**config.mk**
```make
export PLATFORM = sky130hd
export DESIGN_NAME = spmv_reduce_top
export DESIGN_NICKNAME = d
export VERILOG_FILES = /design/src/spmv_pkg.sv /design/src/group_sum_if.sv /design/src/lane_product_if.sv /design/src/lane_multiplier.sv /design/src/result_packer.sv /design/src/segment_adder.sv /design/src/spmv_reduce_top.sv
export SDC_FILE = /design/constraint.sdc
export NUM_CORES = 1
export LEC_CHECK = 0
export ABC_CLOCK_PERIOD_IN_PS = 4300
export BUFFER_PORTS_ARGS = -buffer_cell sky130_fd_sc_hd__buf_4
export CORE_MARGIN = 2
export CORE_UTILIZATION = 25
export DETAILED_ROUTE_END_ITERATION = 10
export SETUP_SLACK_MARGIN = 0.2
export SLEW_MARGIN = 20
export SYNTH_ARGS = -nofsm -noshare
export SYNTH_HDL_FRONTEND = slang
export SYNTH_HIERARCHICAL = 1
export SYNTH_SLANG_ARGS = --single-unit
```
**constraint.sdc**
```tcl
create_clock -name clk -period 4.3 [get_ports clk]
set_input_delay 0.645 -clock clk [delete_from_list [all_inputs] [get_ports clk]]
set_output_delay 0.645 -clock clk [all_outputs]
set_load 0.01 [all_outputs]
```
**src/spmv_pkg.sv**
```systemverilog
// sparse reduction types
package spmv_pkg;

    // lane count is fixed by the 3-bit row pattern
    localparam int LANES = 4;

    localparam int ELEM_W = 8;
    localparam int PROD_W = 2 * ELEM_W;

    // two extra bits so four products never overflow
    localparam int SUM_W = PROD_W + 2;

    // packed operand and result buses
    localparam int ELEMS_W = LANES * ELEM_W;
    localparam int SUMS_W  = LANES * SUM_W;

    // signed matrix or vector element
    typedef logic signed [ELEM_W-1:0] elem_t;

    // signed lane product
    typedef logic signed [PROD_W-1:0] prod_t;

    // signed group total
    typedef logic signed [SUM_W-1:0] sum_t;

    // bit i set means a row boundary between lane i and lane i+1
    typedef logic [LANES-2:0] pattern_t;

    // one bit per lane
    typedef logic [LANES-1:0] lane_mask_t;

endpackage

```
**src/group_sum_if.sv**
```systemverilog
// group sum bus
`timescale 1ns/1ps

interface group_sum_if import spmv_pkg::*; ();

    // totals sit at the lane that closes each group, zero elsewhere
    sum_t       sums [LANES];
    lane_mask_t group_end;
    logic       valid;

    modport src (
        output sums,
        output group_end,
        output valid
    );

    modport dst (
        input sums,
        input group_end,
        input valid
    );

endinterface

```
**src/lane_product_if.sv**
```systemverilog
// lane product bus
`timescale 1ns/1ps

interface lane_product_if import spmv_pkg::*; ();

    // registered products, lane 0 first
    prod_t    products [LANES];
    pattern_t pattern;
    logic     valid;

    modport src (
        output products,
        output pattern,
        output valid
    );

    modport dst (
        input products,
        input pattern,
        input valid
    );

endinterface

```
**src/lane_multiplier.sv**
```systemverilog
// lane multiplier stage
`timescale 1ns/1ps

module lane_multiplier import spmv_pkg::*; (
    input  logic               clk,
    input  logic               rst,
    input  logic               in_valid,
    input  logic [ELEMS_W-1:0] mat_elems,
    input  logic [ELEMS_W-1:0] vec_elems,
    input  pattern_t           row_pattern,
    lane_product_if.src        prod_bus
);

    elem_t mat [LANES];
    elem_t vec [LANES];
    prod_t prod [LANES];

    // lane 0 sits in the top byte of each bus
    always_comb begin
        for (int i = 0; i < LANES; i++) begin
            mat[i]  = mat_elems[ELEMS_W-1-i*ELEM_W -: ELEM_W];
            vec[i]  = vec_elems[ELEMS_W-1-i*ELEM_W -: ELEM_W];
            prod[i] = mat[i] * vec[i];
        end
    end

    // products travel with their pattern
    always_ff @(posedge clk or negedge rst) begin
        if (!rst) begin
            prod_bus.valid    <= 1'b0;
            prod_bus.pattern  <= '0;
            prod_bus.products <= '{default: '0};
        end else begin
            prod_bus.valid <= in_valid;
            if (in_valid) begin
                prod_bus.pattern  <= row_pattern;
                prod_bus.products <= prod;
            end
        end
    end

endmodule

```
**src/result_packer.sv**
```systemverilog
// result slot packer
`timescale 1ns/1ps

module result_packer import spmv_pkg::*; (
    input  logic              clk,
    input  logic              rst,
    group_sum_if.dst          sum_bus,
    output logic [SUMS_W-1:0] row_sums,
    output logic              out_valid
);

    localparam int SLOT_W = $clog2(LANES);

    // one spare bit so the count can reach LANES
    logic [SLOT_W:0]   slot_idx;
    sum_t              slot_val [LANES];
    logic [SUMS_W-1:0] row_next;

    // compact group totals into slots in lane order
    always_comb begin
        slot_idx = '0;
        slot_val = '{default: '0};
        for (int i = 0; i < LANES; i++) begin
            if (sum_bus.group_end[i]) begin
                slot_val[slot_idx[SLOT_W-1:0]] = sum_bus.sums[i];
                slot_idx = slot_idx + 1'b1;
            end
        end
    end

    // slot 0 lands in the top bits
    always_comb begin
        for (int i = 0; i < LANES; i++) begin
            row_next[SUMS_W-1-i*SUM_W -: SUM_W] = slot_val[i];
        end
    end

    always_ff @(posedge clk or negedge rst) begin
        if (!rst) begin
            out_valid <= 1'b0;
            row_sums  <= '0;
        end else begin
            out_valid <= sum_bus.valid;
            if (sum_bus.valid) begin
                row_sums <= row_next;
            end
        end
    end

endmodule

```
**src/segment_adder.sv**
```systemverilog
// segmented adder tree
`timescale 1ns/1ps

module segment_adder import spmv_pkg::*; (
    input  logic        clk,
    input  logic        rst,
    lane_product_if.dst prod_bus,
    group_sum_if.src    sum_bus
);

    // first level, pair sums
    sum_t       lvl1_next [LANES];
    sum_t       lvl1_val [LANES];
    pattern_t   lvl1_pattern;
    logic       lvl1_valid;

    // second level, merge across the middle gap
    sum_t       lvl2_next [LANES];
    sum_t       tail;
    lane_mask_t group_end_next;

    // map table for gaps 0 and 2
    // an unbroken pair leaves its sum on the upper lane
    always_comb begin
        for (int p = 0; p < LANES / 2; p++) begin
            if (prod_bus.pattern[2*p]) begin
                lvl1_next[2*p]   = sum_t'(prod_bus.products[2*p]);
                lvl1_next[2*p+1] = sum_t'(prod_bus.products[2*p+1]);
            end else begin
                lvl1_next[2*p]   = '0;
                lvl1_next[2*p+1] = sum_t'(prod_bus.products[2*p])
                                 + sum_t'(prod_bus.products[2*p+1]);
            end
        end
    end

    always_ff @(posedge clk or negedge rst) begin
        if (!rst) begin
            lvl1_valid   <= 1'b0;
            lvl1_pattern <= '0;
            lvl1_val     <= '{default: '0};
        end else begin
            lvl1_valid <= prod_bus.valid;
            if (prod_bus.valid) begin
                lvl1_pattern <= prod_bus.pattern;
                lvl1_val     <= lvl1_next;
            end
        end
    end

    // lane 3 always closes the last group
    assign group_end_next = {1'b1, lvl1_pattern};

    // map table for gap 1
    // without a middle boundary the left tail joins the first group end on the right
    always_comb begin
        tail         = lvl1_pattern[1] ? '0 : lvl1_val[1];
        lvl2_next[0] = lvl1_val[0];
        lvl2_next[1] = lvl1_pattern[1] ? lvl1_val[1] : '0;
        lvl2_next[2] = lvl1_pattern[2] ? lvl1_val[2] + tail : lvl1_val[2];
        lvl2_next[3] = lvl1_pattern[2] ? lvl1_val[3] : lvl1_val[3] + tail;
    end

    always_ff @(posedge clk or negedge rst) begin
        if (!rst) begin
            sum_bus.valid     <= 1'b0;
            sum_bus.group_end <= '0;
            sum_bus.sums      <= '{default: '0};
        end else begin
            sum_bus.valid <= lvl1_valid;
            if (lvl1_valid) begin
                sum_bus.group_end <= group_end_next;
                sum_bus.sums      <= lvl2_next;
            end
        end
    end

endmodule

```
**src/spmv_reduce_top.sv**
```systemverilog
// segmented reduction top
`timescale 1ns/1ps

module spmv_reduce_top import spmv_pkg::*; (
    input  logic               clk,
    input  logic               rst,
    input  logic               in_valid,
    input  logic [ELEMS_W-1:0] mat_elems,
    input  logic [ELEMS_W-1:0] vec_elems,
    input  pattern_t           row_pattern,
    output logic [SUMS_W-1:0]  row_sums,
    output logic               out_valid
);

    // multiplier to adder
    lane_product_if prod_bus ();

    // adder to packer
    group_sum_if sum_bus ();

    lane_multiplier i_mult (
        .clk         (clk),
        .rst         (rst),
        .in_valid    (in_valid),
        .mat_elems   (mat_elems),
        .vec_elems   (vec_elems),
        .row_pattern (row_pattern),
        .prod_bus    (prod_bus.src)
    );

    segment_adder i_adder (
        .clk      (clk),
        .rst      (rst),
        .prod_bus (prod_bus.dst),
        .sum_bus  (sum_bus.src)
    );

    result_packer i_packer (
        .clk       (clk),
        .rst       (rst),
        .sum_bus   (sum_bus.dst),
        .row_sums  (row_sums),
        .out_valid (out_valid)
    );

endmodule

```
* Word-level counts from Yosys, hierarchy flattened *
Index checks and enable logic that the tools add are counted.

storage, ports and cells
  register bits after elaboration = 294
  input port bits = 70
  output and inout bits = 73

cells by class
  add/sub/neg operators = 6
  multipliers = 4
  $lt $le $gt $ge = 6
  mux-type cells = 22
  bitwise operators = 3
  reduce and logical (&&, ||, !) cells = 3

operator list
  cell                                                                          number
  72-bit bitwise mux                                                            3
  72-bit two-way mux                                                            3
  18-bit two-way mux                                                            8
  18-bit demux with 2-bit select                                                3
  36-bit two-way mux                                                            2
  8-bit by 8-bit multiplier with 16-bit output                                  4
  18-bit adder                                                                  2
  16-bit by 16-bit adder with 17-bit output                                     2
  3-bit >= comparator, second input constant                                    3
  3-bit by 1-bit less-than comparator with 1-bit output, second input constant  3
  2-bit NOT with 3-bit output                                                   2
  2-bit two-way mux                                                             2
  1-bit logical AND                                                             3
  1-bit NOT with 3-bit output                                                   1
  1-bit by 1-bit adder with 2-bit output, second input constant                 1
  2-bit by 1-bit adder with 2-bit output, second input constant                 1
  1-bit two-way mux                                                             1

* Logic depth before layout (Yosys ltp) *
  depth in word-level cells = 12
  depth in mapped cells = 17
  mapped depth without buffers = 17

* Modules after synthesis *
Netlist, hierarchy kept.

modules (own cells, without submodules)
  module           instances  cells each  area an instance (um2)
  lane_multiplier  1          1274        12440.7
  segment_adder    1          1027        9131.3
  result_packer    1          379         3998.8

* Worst setup path before layout *
No wires, ideal clock.

  kind = input to register
  from = in mat_elems[31]
  to = reg i_mult.prod_bus.products[63]
  setup time = 0.125 ns
  data arrival time = 4.463 ns
  data required time = 4.175 ns
  path slack = -0.289 ns
  cell stages on the path = 16
  buffers on the path = 0
  cells stage by stage = and2_1 > fa_1 > inv_1 > fa_1 > inv_1 > fa_1 > inv_1 > fa_1 > inv_1 > ha_1 > o21a_1 > o31a_1 > o211ai_2 > a32oi_2 > xnor2_1 > mux2_4

between the ends
  longest elaborated chain between the ends = 1

ends and longest elaborated chain
  element                                       line                   RTL
  from (decl)                                   spmv_reduce_top.sv:8   input logic [ELEMS_W-1:0] mat_elems,
  8-bit by 8-bit multiplier with 16-bit output  lane_multiplier.sv:23  prod[i] = mat[i] * vec[i];
  to (signal assigned)                          lane_multiplier.sv:37  prod_bus.products <= prod;
  to (decl)                                     lane_product_if.sv:12  output products,

No other way between the ends.
A chain may end at the register's enable or synchronous reset.

* Final worst setup path *
  from = in vec_elems[2]
  to = reg i_mult.prod_bus.products[11]

between the ends
  longest elaborated chain between the ends = 1

ends and longest elaborated chain
  element                                       line                   RTL
  from (decl)                                   spmv_reduce_top.sv:9   input logic [ELEMS_W-1:0] vec_elems,
  8-bit by 8-bit multiplier with 16-bit output  lane_multiplier.sv:23

No other way between the ends.

==> out/results.ini <==
[clocking]
cts_buffer_depth=3
path_clk_slew_ns=0.06
cts_buffers=35
cts_tree=done
cts-root-buf=clkbuf_16
cts_htree_levels=2
clock_sinks=285
clk_latency_ns=0.53

[placement]
dpl.cell_count=4289
dpl_cell_area_um2=29700
gp_congestion=0.851
dpl.hpwl_um=53800
place.port_buffers=142

[synth]
synth_flop_cell=dfrtp_1
synth_fa_ha_area_frac=0.263
synth_area_um2=25600
synth_compound_area_frac=0.167
muxShareOfSynthArea=0.0408
synth_cell_types=84
syn_nets=3154
synth-xor-area-share=0.0366
syn_inst=2680
synth_top_family_by_area=adder cells
syn_avg_cell_area_um2=9.54
synth_edf_count=0
synth-warning-count=6
ys_seq_area_frac=0.279
synthArstFlopShare=1.00
ys_ff_latch=285
synth_simple_gate_area_frac=0.133

[min_path]
hold_path.class=input pin to async pin

[layout]
fin_cells=4353
finalInstanceArea_um2=31100
antennaDiodeCount=0
final_util=0.306
drive_gt1_frac=0.203
layout_commonest_cell=inv_1
layout_common_cells=inv_1, buf_4, dfrtp_1
num-fill-cells=10700
areaGrowthSynthToFinish_pct=21.4
nets=3433

[sta]
worst_slew_pin_slew_ns=1.04
slew_violations=0
setup_viol=0
period_needed_ns=4.00
max_freq_ghz=0.250
rsz0062_at_grt=true
hold_viol=0
relSlewSlack=0.296
skew_ns=0.0186
period_share=0.929
setup_tns_ns=0

[floorplanning]
num_rows=117
die_h_um=324
initial_core_util=0.252
boundaryPins=143
die_x_um=324
die-area_um2=105000
core_area_um2=102000

[grt]
antenna_found_initial=2
grt_max_degree=118
grt_pass1_vias=19600
grt_pass1_wl_um=109000
grt-ovfl-total=0
grt.total_usage=0.128

[setup_path]
cp_slowest_cell=fa_1
crit_cells=17
crit_path_frequent_cell=fa_1
crit_type=input pin to flop
cp-end-kind=flop
cp_slowest_stage_delay_ns=0.54
crit_arrival_ns=4.39
cp-start-kind=input pin
path_cells=buf_4 -> and2_4 -> fa_1 -> inv_1 -> fa_1 -> inv_1 -> fa_1 -> inv_1 -> fa_1 -> inv_2 -> ha_4 -> o211ai_1 -> o21ai_2 -> buf_4 -> a31oi_1 -> xnor2_1 -> mux2_2
ff2ff_path_depth=10
critical_path_required_ns=4.69
path_buf_inv=6
critPathTopFamily=adder cells
path_max_fanout=5

[route]
routedWlPerCell_um=15.4
via_per_inst=4.54
drt_iter0_markers=1319
drt_wl_total_um=67200
ant_nets=0
route.vias.total=19800
dr.pass1.iters=5
drcViolationCount=0

[power]
power_leakage_nw=14.7
ir_drop_uv=254
p_total_mw=20.3
pwr_density_cell_nw_per_um2=654

[outcome]
status=complete, no violations

[run]
drv_cap=0

path summary, 6_finish.rpt:
path | start | to | slack [ns]
max in group asynchronous | rst | i_packer/row_sums[54]$_DFFE_PN0P_ | 3.08
min | rst | i_packer/row_sums[16]$_DFFE_PN0P_ | 0.20
max | vec_elems[2] | i_mult/prod_bus.products[11]$_DFFE_PN0P_ | 0.30
min reg2reg | i_adder/sum_bus.sums[60]$_DFFE_PN0P_ | i_adder/sum_bus.sums[60]$_DFFE_PN0P_ | 0.52
max reg2reg | i_mult/prod_bus.products[32]$_DFFE_PN0P_ | i_adder/lvl1_val[52]$_DFFE_PN0P_ | 1.02
min in group clk | row_pattern[2] | i_mult/prod_bus.pattern[2]$_DFFE_PN0P_ | 0.40
repair_timing:
item	CTS	global route
setup endpoints to repair	0	18
hold endpoints to repair	0	0
hold buffers	0	0
setup buffers	0	1
gates resized for setup	0	22
worst reg2reg max path, delay by kind of cell (launching register included):
kind	cells	cell delay, ns
AO/OA/AOI/OAI	8	2.29
flip-flops	1	0.39
adder cells (fa/ha/maj)	2	0.43
layout make-up:
type | count | area (um2) | area share
clock buffers | 51 | 1060 | 0.0341
clock inverters | 12 | 191 | 0.00616
inverters | 395 | 1480 | 0.0477
multi-input cells | 1893 | 16800 | 0.541
flip-flops and latches | 285 | 7140 | 0.230
well taps | 1368 | 1710 | 0.0551
repair buffers | 349 | 2660 | 0.0855
where the power goes:
| group | internal [mW] | switching [mW] | total (mW) |
|---|---|---|---|
| combinational | 6.17 | 6.02 | 12.2 |
| clock | 2.01 | 1.15 | 3.16 |
| sequential | 3.63 | 1.31 | 4.95 |
| total | 11.8 | 8.49 | 20.3 |
sequential cells by signal, summed over array words and instances (netlist names):
name,flops
i_adder/lvl1_valid,1
i_packer/row_sums,72
i_adder/lvl1_pattern,3
i_adder/sum_bus.sums,69
i_adder/sum_bus.group_end,4
i_mult/prod_bus.valid,1
i_adder/lvl1_val,66
i_adder/sum_bus.valid,1
i_packer/out_valid,1
i_mult/prod_bus.pattern,3
i_mult/prod_bus.products,64
routing by layer:
layer	global-route usage	vias up	share of wire
met1	0.186	9731	0.48
met5	0	-	0
met2	0.202	379	0.45
met3	0.0126	77	0.041
li1	-	9568	-
met4	0.0332	0	0.025
stage by stage:
stage,setup slack [ns],hold WS (ns)
6_report,0.303,0.196
4_1_cts,0.258,0.262
3_3_place_gp,-0.255,0.499
5_1_grt,0.145,0.285
2_1_floorplan,-0.0201,0.349
3_5_place_dp,-0.288,0.503
Yosys cell counts, drive strengths merged (31+ instances only):
cell	number	area, um2
a21o	75	563
a21oi	155	821
a221o	37	370
a22o	37	324
and2	174	1090
buf	42	243
clkbuf	63	307
dfrtp	285	7130
fa	222	4440
ha	182	2280
inv	394	1480
mux2	78	882
nand2	134	505
nand3	108	541
nor2	118	448
nor2b	51	319
o211ai	33	263
o21ai	147	762
xnor2	76	666
xor2	31	272
cells by family after synthesis:
kind of cell	Yosys count
AO/OA/AOI/OAI	625
XOR/XNOR	107
adder cells (fa/ha/maj)	405
buffers and inverters	502
flip-flops	285
multiplexers	94
AND/OR/NAND/NOR	662
(Power assumes the default switching activity.)
